[config.mk]
export PLATFORM = sky130hd
export DESIGN_NAME = price_book
export DESIGN_NICKNAME = d
export VERILOG_FILES = /design/src/book_pkg.sv /design/src/book_state_if.sv /design/src/book_op_if.sv /design/src/book_ctrl.sv /design/src/book_locate.sv /design/src/book_shift.sv /design/src/book_store.sv /design/src/book_notify.sv /design/src/price_book.sv
export VERILOG_INCLUDE_DIRS = /design/src
export SDC_FILE = /design/constraint.sdc
export NUM_CORES = 1
export LEC_CHECK = 0
export BUFFER_PORTS_ARGS = -buffer_cell sky130_fd_sc_hd__buf_2
export CAP_MARGIN = 40
export CORE_MARGIN = 2
export CORE_UTILIZATION = 50
export CTS_CLUSTER_SIZE = 8
export DETAILED_ROUTE_END_ITERATION = 6
export PLACE_DENSITY = 0.64
export SLEW_MARGIN = 10
export SYNTH_ARGS = -nofsm -noshare
export SYNTH_HDL_FRONTEND = slang
export SYNTH_HIERARCHICAL = 1
export SYNTH_SLANG_ARGS = --single-unit
[constraint.sdc]
create_clock -name i_clk -period 15.7 [get_ports i_clk]
set_clock_uncertainty 0.2 [all_clocks]
set_input_delay 3.925 -clock i_clk [delete_from_list [all_inputs] [get_ports i_clk]]
set_output_delay 3.925 -clock i_clk [all_outputs]
set_load 0.005 [all_outputs]
[src/book_macros.svh]
//====================
// Price book parameters
// Entry count, field widths, book side and APB register map
//====================
`ifndef BOOK_MACROS_SVH
`define BOOK_MACROS_SVH

// List geometry
`define BOOK_ENTRIES 8
`define BOOK_KEY_W 15
`define BOOK_VOL_W 16
`define BOOK_SIZE_W 4

// 1 for a bid book, 0 for an ask book
`define BOOK_IS_BID 1

// APB bus
`define BOOK_APB_AW 8
`define BOOK_APB_DW 32

// Register offsets with entry i at ENTRY0 + 4*i
`define BOOK_REG_KEY 8'h00
`define BOOK_REG_VOL 8'h04
`define BOOK_REG_CMD 8'h08
`define BOOK_REG_STATUS 8'h0C
`define BOOK_REG_ENTRY0 8'h10

`endif

[src/book_pkg.sv]
//====================
// Price book types
// Opcodes, sequencer states and list field types
//====================
`include "book_macros.svh"

package book_pkg;

  // Host command from CMD write data bits 1:0
  typedef enum logic [1:0] {
    OP_CLEAR   = 2'd0,
    OP_ADD     = 2'd1,
    OP_DELETE  = 2'd2,
    OP_REPLACE = 2'd3
  } book_op_e;

  // Command sequencer
  typedef enum logic [1:0] {
    ST_IDLE = 2'd0,
    ST_EXEC = 2'd1,
    ST_DONE = 2'd2
  } book_state_e;

  // Entry fields
  typedef logic [`BOOK_KEY_W-1:0] book_key_t;
  typedef logic [`BOOK_VOL_W-1:0] book_vol_t;
  typedef logic [`BOOK_SIZE_W-1:0] book_size_t;

  // One bit per entry with bit 0 at the head
  typedef logic [`BOOK_ENTRIES-1:0] book_mask_t;

endpackage

[src/book_state_if.sv]
//====================
// Book list state bus
// Current entries and size, from the store to the readers
//====================
`timescale 1ns/1ns
`include "book_macros.svh"

interface book_state_if
  import book_pkg::*;
();

  // Valid bits packed from index 0
  book_mask_t                       vld;
  book_key_t [`BOOK_ENTRIES-1:0]    keys;
  book_vol_t [`BOOK_ENTRIES-1:0]    volumes;
  // Number of valid entries
  book_size_t                       size;

  modport store (output vld, keys, volumes, size);
  modport reader (input vld, keys, volumes, size);

endinterface

[src/book_op_if.sv]
//====================
// Book command bus
// Command under execution, from control to the datapath
//====================
`timescale 1ns/1ns

interface book_op_if
  import book_pkg::*;
();

  // One cycle strobe that writes the list state on its edge
  logic       go;
  book_op_e   op;
  book_key_t  key;
  book_vol_t  volume;

  modport ctrl (output go, op, key, volume);
  modport exec (input go, op, key, volume);

endinterface

[src/book_ctrl.sv]
//====================
// Price book control
// APB slave, KEY/VOL registers, command sequencer and read mux
//====================
`timescale 1ns/1ns
`include "book_macros.svh"

module book_ctrl
  import book_pkg::*;
(
  input  logic                     i_clk,
  input  logic                     i_arst_n,
  input  logic                     i_psel,
  input  logic                     i_penable,
  input  logic                     i_pwrite,
  input  logic [`BOOK_APB_AW-1:0]  i_paddr,
  input  logic [`BOOK_APB_DW-1:0]  i_pwdata,
  output logic [`BOOK_APB_DW-1:0]  o_prdata,
  output logic                     o_pready,
  output logic                     o_pslverr,
  book_op_if.ctrl                  op_bus,
  book_state_if.reader             state_bus
);

  localparam int IDX_W = $clog2(`BOOK_ENTRIES);

  logic                     access;
  logic                     addr_key;
  logic                     addr_vol;
  logic                     addr_cmd;
  logic                     addr_status;
  logic                     addr_entry;
  logic                     addr_ok;
  logic [`BOOK_APB_AW-1:0]  entry_off;
  logic [IDX_W-1:0]         entry_idx;
  logic                     op_bad;
  logic                     cmd_wr;
  logic                     cmd_run;
  logic                     full;
  book_state_e              state_r;
  book_state_e              state_nxt;
  book_key_t                key_r;
  book_vol_t                vol_r;
  book_op_e                 op_r;

  // Access phase of an APB transfer
  assign access = i_psel & i_penable;

  // Address decode
  assign addr_key    = (i_paddr == `BOOK_REG_KEY);
  assign addr_vol    = (i_paddr == `BOOK_REG_VOL);
  assign addr_cmd    = (i_paddr == `BOOK_REG_CMD);
  assign addr_status = (i_paddr == `BOOK_REG_STATUS);
  // Entry window is word aligned and inside the list only
  assign addr_entry  = (i_paddr >= `BOOK_REG_ENTRY0) &&
                       (i_paddr < `BOOK_REG_ENTRY0 + 4 * `BOOK_ENTRIES) &&
                       (i_paddr[1:0] == 2'b00);
  assign addr_ok     = addr_key | addr_vol | addr_cmd | addr_status | addr_entry;
  assign entry_off   = i_paddr - `BOOK_REG_ENTRY0;
  assign entry_idx   = entry_off[2 +: IDX_W];

  // Only opcodes 0 to 3 are defined
  assign op_bad  = (i_pwdata[`BOOK_APB_DW-1:2] != '0);
  assign cmd_wr  = access & i_pwrite & addr_cmd;
  assign cmd_run = cmd_wr & ~op_bad;

  // Valid commands stall until the sequencer reaches DONE
  assign o_pready  = access & (~cmd_run | (state_r == ST_DONE));
  assign o_pslverr = access & (~addr_ok | (cmd_wr & op_bad));

  // Sequencer steps from IDLE to EXEC to DONE over the access cycles
  always_comb begin
    state_nxt = state_r;
    case (state_r)
      ST_IDLE: if (cmd_run) state_nxt = ST_EXEC;
      ST_EXEC: state_nxt = ST_DONE;
      ST_DONE: state_nxt = ST_IDLE;
      default: state_nxt = ST_IDLE;
    endcase
  end

  always_ff @(posedge i_clk or negedge i_arst_n) begin
    if (!i_arst_n) begin
      state_r <= ST_IDLE;
      key_r   <= '0;
      vol_r   <= '0;
    end else begin
      state_r <= state_nxt;
      // Operand registers are written in the first access cycle
      if (access && i_pwrite && addr_key)
        key_r <= i_pwdata[`BOOK_KEY_W-1:0];
      if (access && i_pwrite && addr_vol)
        vol_r <= i_pwdata[`BOOK_VOL_W-1:0];
    end
  end

  // Opcode held for the EXEC cycle
  always_ff @(posedge i_clk) begin
    if ((state_r == ST_IDLE) && cmd_run)
      op_r <= book_op_e'(i_pwdata[1:0]);
  end

  // Command to the datapath
  assign op_bus.go     = (state_r == ST_EXEC);
  assign op_bus.op     = op_r;
  assign op_bus.key    = key_r;
  assign op_bus.volume = vol_r;

  assign full = (state_bus.size == `BOOK_ENTRIES);

  // Read mux
  always_comb begin
    o_prdata = '0;
    if (addr_key) begin
      o_prdata[`BOOK_KEY_W-1:0] = key_r;
    end else if (addr_vol) begin
      o_prdata[`BOOK_VOL_W-1:0] = vol_r;
    end else if (addr_status) begin
      // Size in the low bits and full flag in bit 8
      o_prdata[`BOOK_SIZE_W-1:0] = state_bus.size;
      o_prdata[8]                = full;
    end else if (addr_entry) begin
      o_prdata = {state_bus.vld[entry_idx],
                  state_bus.keys[entry_idx],
                  state_bus.volumes[entry_idx]};
    end
  end

endmodule

[src/book_locate.sv]
//====================
// Price book search
// Key match and insertion point over all entries
//====================
`timescale 1ns/1ns
`include "book_macros.svh"

module book_locate
  import book_pkg::*;
(
  book_state_if.reader  state_bus,
  book_op_if.exec       op_bus,
  output book_mask_t    o_match_sel,
  output book_mask_t    o_ins_sel,
  output logic          o_match_hit
);

  localparam bit IS_BID = (`BOOK_IS_BID != 0);

  book_mask_t key_eq;
  book_mask_t key_better;
  book_mask_t ge_mask;

  // Per entry compare against the command key
  always_comb begin
    for (int i = 0; i < `BOOK_ENTRIES; i++) begin
      key_eq[i] = (state_bus.keys[i] == op_bus.key);
      // Bid ranks higher keys first and ask ranks lower keys first
      if (IS_BID)
        key_better[i] = (state_bus.keys[i] > op_bus.key);
      else
        key_better[i] = (state_bus.keys[i] < op_bus.key);
    end
  end

  // Valid entries that stay ahead of the new key
  assign ge_mask = state_bus.vld & (key_eq | key_better);

  // First clear position from the head
  // All ones means the new key is worse than a full list
  assign o_ins_sel = ~ge_mask & (ge_mask + 1'b1);

  // Keys are unique, so at most one bit is set
  assign o_match_sel = state_bus.vld & key_eq;
  assign o_match_hit = |o_match_sel;

endmodule

[src/book_shift.sv]
//====================
// Price book next state
// Insert, shift and replace over valid bits, keys and volumes
//====================
`timescale 1ns/1ns
`include "book_macros.svh"

module book_shift
  import book_pkg::*;
(
  book_state_if.reader                  state_bus,
  book_op_if.exec                       op_bus,
  input  book_mask_t                    i_match_sel,
  input  book_mask_t                    i_ins_sel,
  input  logic                          i_match_hit,
  output book_mask_t                    o_vld_nxt,
  output book_key_t [`BOOK_ENTRIES-1:0] o_keys_nxt,
  output book_vol_t [`BOOK_ENTRIES-1:0] o_vols_nxt,
  output book_size_t                    o_size_nxt
);

  localparam int N = `BOOK_ENTRIES;

  logic               op_clr;
  logic               op_add;
  logic               op_del;
  logic               op_rep;
  logic               full;
  book_mask_t         ins_ge;
  book_mask_t         match_ge;
  book_mask_t         take_below;
  book_mask_t         take_above;
  book_mask_t         ins_key;
  book_mask_t         ins_vol;
  book_mask_t         vld_below;
  book_mask_t         vld_above;
  book_key_t [N-1:0]  keys_below;
  book_key_t [N-1:0]  keys_above;
  book_vol_t [N-1:0]  vols_below;
  book_vol_t [N-1:0]  vols_above;

  assign op_clr = (op_bus.op == OP_CLEAR);
  assign op_add = (op_bus.op == OP_ADD);
  assign op_del = (op_bus.op == OP_DELETE);
  assign op_rep = (op_bus.op == OP_REPLACE);
  assign full   = (state_bus.size == N);

  // Positions from the one-hot point upward and none for a zero vector
  assign ins_ge   = ~(i_ins_sel - 1'b1);
  assign match_ge = ~(i_match_sel - 1'b1);

  // ADD moves worse entries up one place and the top one falls off
  assign take_below = {N{op_add}} & (ins_ge << 1);
  // DELETE closes the gap from above
  assign take_above = {N{op_del}} & match_ge;

  // REPLACE writes the volume only
  assign ins_key = {N{op_add}} & i_ins_sel;
  assign ins_vol = {N{op_rep}} & i_match_sel;

  // Neighbor views where index i sees i-1 and i+1
  assign vld_below  = state_bus.vld << 1;
  assign vld_above  = state_bus.vld >> 1;
  assign keys_below = state_bus.keys << `BOOK_KEY_W;
  assign keys_above = state_bus.keys >> `BOOK_KEY_W;
  assign vols_below = state_bus.volumes << `BOOK_VOL_W;
  assign vols_above = state_bus.volumes >> `BOOK_VOL_W;

  // Per entry select among insert, from below, from above or keep
  always_comb begin
    for (int i = 0; i < N; i++) begin
      o_vld_nxt[i]  = state_bus.vld[i];
      o_keys_nxt[i] = state_bus.keys[i];
      o_vols_nxt[i] = state_bus.volumes[i];
      if (op_clr) begin
        o_vld_nxt[i] = 1'b0;
      end else if (ins_key[i]) begin
        o_vld_nxt[i]  = 1'b1;
        o_keys_nxt[i] = op_bus.key;
        o_vols_nxt[i] = op_bus.volume;
      end else if (ins_vol[i]) begin
        o_vols_nxt[i] = op_bus.volume;
      end else if (take_below[i]) begin
        o_vld_nxt[i]  = vld_below[i];
        o_keys_nxt[i] = keys_below[i];
        o_vols_nxt[i] = vols_below[i];
      end else if (take_above[i]) begin
        o_vld_nxt[i]  = vld_above[i];
        o_keys_nxt[i] = keys_above[i];
        o_vols_nxt[i] = vols_above[i];
      end
    end
  end

  // Size saturates at N on ADD
  always_comb begin
    o_size_nxt = state_bus.size;
    if (op_clr)
      o_size_nxt = '0;
    else if (op_add && !full)
      o_size_nxt = state_bus.size + 1'b1;
    else if (op_del && i_match_hit)
      o_size_nxt = state_bus.size - 1'b1;
  end

endmodule

[src/book_store.sv]
//====================
// Price book store
// Registered entry list and list size
//====================
`timescale 1ns/1ns
`include "book_macros.svh"

module book_store
  import book_pkg::*;
(
  input  logic                          i_clk,
  input  logic                          i_arst_n,
  input  logic                          i_go,
  input  book_mask_t                    i_vld_nxt,
  input  book_key_t [`BOOK_ENTRIES-1:0] i_keys_nxt,
  input  book_vol_t [`BOOK_ENTRIES-1:0] i_vols_nxt,
  input  book_size_t                    i_size_nxt,
  book_state_if.store                   state_bus
);

  book_mask_t                     vld_r;
  book_size_t                     size_r;
  book_key_t [`BOOK_ENTRIES-1:0]  keys_r;
  book_vol_t [`BOOK_ENTRIES-1:0]  vols_r;

  // Empty list out of reset
  always_ff @(posedge i_clk or negedge i_arst_n) begin
    if (!i_arst_n) begin
      vld_r  <= '0;
      size_r <= '0;
    end else if (i_go) begin
      vld_r  <= i_vld_nxt;
      size_r <= i_size_nxt;
    end
  end

  // Entry payload qualified by vld_r
  always_ff @(posedge i_clk) begin
    if (i_go) begin
      keys_r <= i_keys_nxt;
      vols_r <= i_vols_nxt;
    end
  end

  assign state_bus.vld     = vld_r;
  assign state_bus.keys    = keys_r;
  assign state_bus.volumes = vols_r;
  assign state_bus.size    = size_r;

endmodule

[src/book_notify.sv]
//====================
// Price book head notify
// Flags a head change and registers key and volume
//====================
`timescale 1ns/1ns

module book_notify
  import book_pkg::*;
(
  input  logic          i_clk,
  input  logic          i_arst_n,
  book_state_if.reader  state_bus,
  book_op_if.exec       op_bus,
  input  book_mask_t    i_match_sel,
  input  book_mask_t    i_ins_sel,
  output logic          o_notify_vld,
  output book_key_t     o_notify_key,
  output book_vol_t     o_notify_volume
);

  logic       head_clr;
  logic       head_add;
  logic       head_del;
  logic       head_rep;
  logic       head_chg;
  book_vol_t  head_vol;

  // Head change cases
  assign head_clr = (op_bus.op == OP_CLEAR) & state_bus.vld[0];
  assign head_add = (op_bus.op == OP_ADD) & i_ins_sel[0];
  assign head_del = (op_bus.op == OP_DELETE) & i_match_sel[0];
  assign head_rep = (op_bus.op == OP_REPLACE) & i_match_sel[0];
  assign head_chg = head_clr | head_add | head_del | head_rep;

  // New volume on ADD/REPLACE, removed one on DELETE, zero on CLEAR
  assign head_vol = (head_add | head_rep) ? op_bus.volume :
                    head_del ? state_bus.volumes[0] : '0;

  always_ff @(posedge i_clk or negedge i_arst_n) begin
    if (!i_arst_n)
      o_notify_vld <= 1'b0;
    else
      o_notify_vld <= op_bus.go & head_chg;
  end

  always_ff @(posedge i_clk) begin
    if (op_bus.go && head_chg) begin
      o_notify_key    <= op_bus.key;
      o_notify_volume <= head_vol;
    end
  end

endmodule

[src/price_book.sv]
//====================
// Price book top
// Sorted price-level book behind an APB slave
//====================
`timescale 1ns/1ns
`include "book_macros.svh"

module price_book
  import book_pkg::*;
(
  input  logic                     i_clk,
  input  logic                     i_arst_n,
  input  logic                     i_psel,
  input  logic                     i_penable,
  input  logic                     i_pwrite,
  input  logic [`BOOK_APB_AW-1:0]  i_paddr,
  input  logic [`BOOK_APB_DW-1:0]  i_pwdata,
  output logic [`BOOK_APB_DW-1:0]  o_prdata,
  output logic                     o_pready,
  output logic                     o_pslverr,
  output logic                     o_notify_vld,
  output book_key_t                o_notify_key,
  output book_vol_t                o_notify_volume
);

  book_mask_t                     match_sel;
  book_mask_t                     ins_sel;
  logic                           match_hit;
  book_mask_t                     vld_nxt;
  book_key_t [`BOOK_ENTRIES-1:0]  keys_nxt;
  book_vol_t [`BOOK_ENTRIES-1:0]  vols_nxt;
  book_size_t                     size_nxt;

  book_state_if state_if ();
  book_op_if    op_if ();

  // Host side
  book_ctrl u_ctrl (
    .i_clk     (i_clk),
    .i_arst_n  (i_arst_n),
    .i_psel    (i_psel),
    .i_penable (i_penable),
    .i_pwrite  (i_pwrite),
    .i_paddr   (i_paddr),
    .i_pwdata  (i_pwdata),
    .o_prdata  (o_prdata),
    .o_pready  (o_pready),
    .o_pslverr (o_pslverr),
    .op_bus    (op_if.ctrl),
    .state_bus (state_if.reader)
  );

  // Search
  book_locate u_locate (
    .state_bus   (state_if.reader),
    .op_bus      (op_if.exec),
    .o_match_sel (match_sel),
    .o_ins_sel   (ins_sel),
    .o_match_hit (match_hit)
  );

  // Next state
  book_shift u_shift (
    .state_bus   (state_if.reader),
    .op_bus      (op_if.exec),
    .i_match_sel (match_sel),
    .i_ins_sel   (ins_sel),
    .i_match_hit (match_hit),
    .o_vld_nxt   (vld_nxt),
    .o_keys_nxt  (keys_nxt),
    .o_vols_nxt  (vols_nxt),
    .o_size_nxt  (size_nxt)
  );

  // List registers, written on go
  book_store u_store (
    .i_clk      (i_clk),
    .i_arst_n   (i_arst_n),
    .i_go       (op_if.go),
    .i_vld_nxt  (vld_nxt),
    .i_keys_nxt (keys_nxt),
    .i_vols_nxt (vols_nxt),
    .i_size_nxt (size_nxt),
    .state_bus  (state_if.store)
  );

  book_notify u_notify (
    .i_clk           (i_clk),
    .i_arst_n        (i_arst_n),
    .state_bus       (state_if.reader),
    .op_bus          (op_if.exec),
    .i_match_sel     (match_sel),
    .i_ins_sel       (ins_sel),
    .o_notify_vld    (o_notify_vld),
    .o_notify_key    (o_notify_key),
    .o_notify_volume (o_notify_volume)
  );

endmodule

==> results.py <==
metrics = {
    "clock_network": {
        "hold_buffers": 0,
        "htree_levels": 2,
        "cts.clk_slew.worst_paths_ns": 0.05,
        "post_cts_buffers": 0,
        "numCtsBuffers": 47,
        "numClockSinks": 327,
        "clock-root-buffer": "clkbuf_16",
        "ctsResizeCount": 0,
        "cts_tree": "done",
        "clock_path_buffers": 3,
        "clk_latency_ns": 0.60,
    },
    "yosys": {
        "ys_seq_elements": 327,
        "synthSimpleGateAreaFrac_pct": 14.86,
        "syn_avg_cell_area_um2": 10.01,
        "async_reset_ff_share_pct": 14.07,
        "synthAdderAreaFrac_pct": 6.226,
        "syn_inst": 2489,
        "yosysSeqAreaShare_pct": 38.48,
        "synth_compound_area_share_pct": 22.01,
        "synth_nets": 2658,
        "synth_mux_area_share_pct": 12.21,
        "synth_edf_count": 281,
        "synth_area_um2": 24920,
        "synth-xor-area-share_pct": 0.3465,
        "yosysUniqueCellTypes": 97,
        "yosys_warnings": 6,
        "synth_top_family_by_area": "compound AO/OA/AOI/OAI gates",
        "ys.flop_type": "edfxtp_1",
    },
    "global_route": {
        "grt_max_degree": 167,
        "grt_busiest_layer": "met1",
        "use_met3_pct": 10.58,
        "grt_pass1_vias": 21170,
        "grtUsageTotal_pct": 34.90,
        "gr-total-overflow": 0,
        "grtUsageMet1_pct": 52.39,
        "antenna_found_initial": 1,
        "grt_pass1_wl_um": 135900,
        "grtUsageMet2_pct": 47.56,
    },
    "setup_path": {
        "end_kind": "output pin",
        "crit_path_start_kind": "input pin",
        "reg2reg_depth": 15,
        "path_class": "input pin to output pin",
        "crit_path_end": "o_prdata[8]",
        "rr_endpoint": "u_store/state_bus.volumes[95]",
        "slowest_stage": "buf_4",
        "crit_path_start": "i_paddr[2]",
        "cp_top_family": "buffers and inverters",
        "cp.required_ns": 11.57,
        "max_stage_delay_ns": 0.61,
        "r2r_setup_slack_ns": 9.51,
        "r2r-start": "u_ctrl/op_bus.key[7]",
        "arrival_ns": 6.25,
        "crit_buf_inv": 3,
        "path_cells": "buf_6, buf_4, mux4_2, mux2i_1, o32ai_1, buf_2",
        "path_depth": 6,
        "cp_max_fo": 57,
    },
    "sta": {
        "fmax_mhz": 96.35,
        "fin_crit_ns": 10.38,
        "setup_tns_ns": 0,
        "holdWs_ns": 0.3410,
        "setup_viol": 0,
        "drv_slew": 0,
        "grt_setup_unrepaired": "no",
        "timing.final.crit_share_pct": 66.11,
        "finalHoldViolCount": 0,
        "worst_slew_pin_slew_ns": 0.9246,
        "relSlewSlack_pct": 38.21,
    },
    "floorplanning": {
        "fp.dieH_um": 227.2,
        "chipWidth_um": 227.2,
        "start_util_pct": 50.80,
        "dieArea_um2": 51640,
        "num_io_pins": 111,
        "num_rows": 81,
        "core_area_um2": 49050,
    },
    "route": {
        "wl_um": 91910,
        "dr.pass1.iters": 7,
        "vias": 22995,
        "vias_per_cell": 7.199,
        "drc": 2,
        "postRouteAntennaNets": 0,
        "drt_iter0_markers": 3848,
        "wl_per_cell_um": 28.78,
    },
    "power_and_ir_drop": {
        "powerDensity_nw_per_um2": 71.98,
        "leakage_nw": 9.911,
        "peakVddDrop_mv": 0.07432,
        "clkPwrFrac_pct": 48.7,
        "intPower_mw": 1.522,
        "p_comb_share_pct": 3.9,
        "swShare_pct": 22.88,
        "pwr-share-seq_pct": 47.4,
        "p_sw_uw": 451.7,
    },
    "placed_design": {
        "io_buffers": 110,
        "place_area_um2": 26080,
        "place_congestion": 0.9291,
        "hpwl_um": 64790,
    },
    "finish": {
        "diodes": 0,
        "fin_area_um2": 27430,
        "layout-drive-gt1-share_pct": 17.63,
        "final_nets": 2668,
        "synthToLayoutAreaGrowth_pct": 10.06,
    },
    "min_path": {
        "holdPathStages": 1,
        "hp-class": "flip-flop to flip-flop",
    },
    "run": {
        "cap_violations": 0,
    },
    "status": {
        "run_status": "finished, violations left",
        "violations": "design-rule violations",
    },
}
==> cells in the mapped netlist, types with 13 or more instances <==
cell	count	area share, %
nor4_1	32	0.80
clkbuf_1	121	1.8
nand2b_1	38	0.95
nand2_1	141	2.1
o21ai_1	38	0.76
ha_1	124	6.2
nor3_1	35	0.70
o21ai_0	78	1.6
buf_1	19	0.29
buf_4	19	0.57
a22oi_1	76	2.3
a222oi_1	16	0.64
o21a_1	17	0.51
mux2i_1	96	3.9
inv_1	88	1.3
a211oi_1	35	1.1
o211ai_1	29	0.87
dfrtp_1	46	4.6
a31o_1	15	0.53
mux2_2	38	1.7
nand4_1	33	0.83
o22ai_1	58	1.5
a21oi_1	105	2.1
nand3_1	139	2.8
nor2b_1	13	0.33
and2_1	14	0.35
a221oi_2	15	0.90
a311oi_1	14	0.49
and3_1	22	0.55
a32oi_1	18	0.63
a21o_1	20	0.60
a221o_1	61	2.5
edfxtp_1	281	34
mux4_2	64	5.8
buf_2	50	1.0
a31oi_1	54	1.4
nor2_1	224	3.4
o31ai_1	40	1.2
==> power by group through the flow <==
stage | logic, mW | clock network [mW] | registers, mW
2_1_floorplan | 0.0472 | 0 | 0.952
3_3_place_gp | 0.0727 | 0 | 0.953
3_5_place_dp | 0.0753 | 0 | 0.953
4_1_cts | 0.0755 | 0.973 | 0.936
5_1_grt | 0.0815 | 1.01 | 0.935
6_report | 0.0767 | 0.962 | 0.936
==> layout by cell type, fill, tap and decap left out, drive strengths merged, types with 18 or more instances in the layout <==
| cell | count |
|---|---|
| o31ai | 40 |
| edfxtp | 281 |
| o21a | 18 |
| nand4 | 35 |
| mux2 | 50 |
| nand3 | 141 |
| nand2b | 39 |
| a22oi | 76 |
| nor2 | 236 |
| o22ai | 58 |
| mux2i | 98 |
| o21ai | 118 |
| ha | 124 |
| nor3 | 42 |
| a31oi | 54 |
| o211ai | 29 |
| dfrtp | 46 |
| mux4 | 64 |
| a211oi | 36 |
| nand2 | 142 |
| a21o | 21 |
| inv | 93 |
| a221o | 61 |
| nor4 | 35 |
| a221oi | 18 |
| clkbuf | 76 |
| buf | 193 |
| and3 | 23 |
| a32oi | 18 |
| a21oi | 105 |
==> how the worst min path moves through the flow <==
| stage | endpoint | from |
|---|---|---|
| detailed placement | u_ctrl/state_r[1] | u_ctrl/state_r[1] |
| global route | u_ctrl/state_r[1] | u_ctrl/state_r[1] |
| global placement | u_ctrl/state_r[1] | u_ctrl/state_r[1] |
| CTS | u_ctrl/state_r[1] | u_ctrl/state_r[1] |
| finish | u_ctrl/state_r[1] | u_ctrl/state_r[1] |
| floorplan | u_ctrl/state_r[1] | u_ctrl/state_r[1] |
==> logic make-up after synthesis <==
kind of cell | Yosys count
compound gates | 749
simple gates | 744
flops | 327
buf+inv | 324
mux | 212
fa+ha+maj | 124
xor+xnor | 9
==> stage by stage <==
| stage | util (%) | total power [mW] | setup WS [ns] | std cells |
|---|---|---|---|---|
| after floorplan | - | 0.9990 | 1.871 | 2489 |
| after global placement | 52.50 | 1.025 | 5.319 | 3092 |
| after detailed placement | 53.17 | 1.028 | 5.258 | 3114 |
| after CTS | 55.91 | 1.984 | 5.259 | 3194 |
| after global routing | 55.91 | 2.023 | 5.097 | 3194 |
| final | 55.91 | 1.974 | 5.321 | 3194 |
==> registers in the layout, summed over array words and instances (netlist names), 4 cells and up <==
signal                     flops
u_ctrl/op_bus.key             15
u_store/state_bus.volumes    128
u_store/state_bus.vld          8
u_notify/o_notify_volume      16
u_store/state_bus.keys       120
u_ctrl/op_bus.volume          16
u_store/state_bus.size         4
u_notify/o_notify_key         15
==> final cells by class <==
type	count	area, µm²
Sequential cell	327	9589
Timing Repair Buffer	193	1353
Fill cell	4264	21630
Clock buffer	76	1285
Tap cell	664	830.8
Inverter	92	345.3
Multi-Input combinational cell	1838	13960
Clock inverter	4	62.56
==> worst register-to-register path: cells and delay by family (launching register included) <==
family          cells  cell delay, ns
fa+ha+maj           1            0.41
flops               1            0.32
simple gates        6            2.78
buf+inv             4            0.97
compound gates      4            1.21
==> routing by layer <==
layer,up-vias,routed length (µm)
li1,9778,-
met4,2,2549
met5,-,9
met3,154,13320
met2,1795,37280
met1,11266,38750
Power figures use the tool's default switching activity.
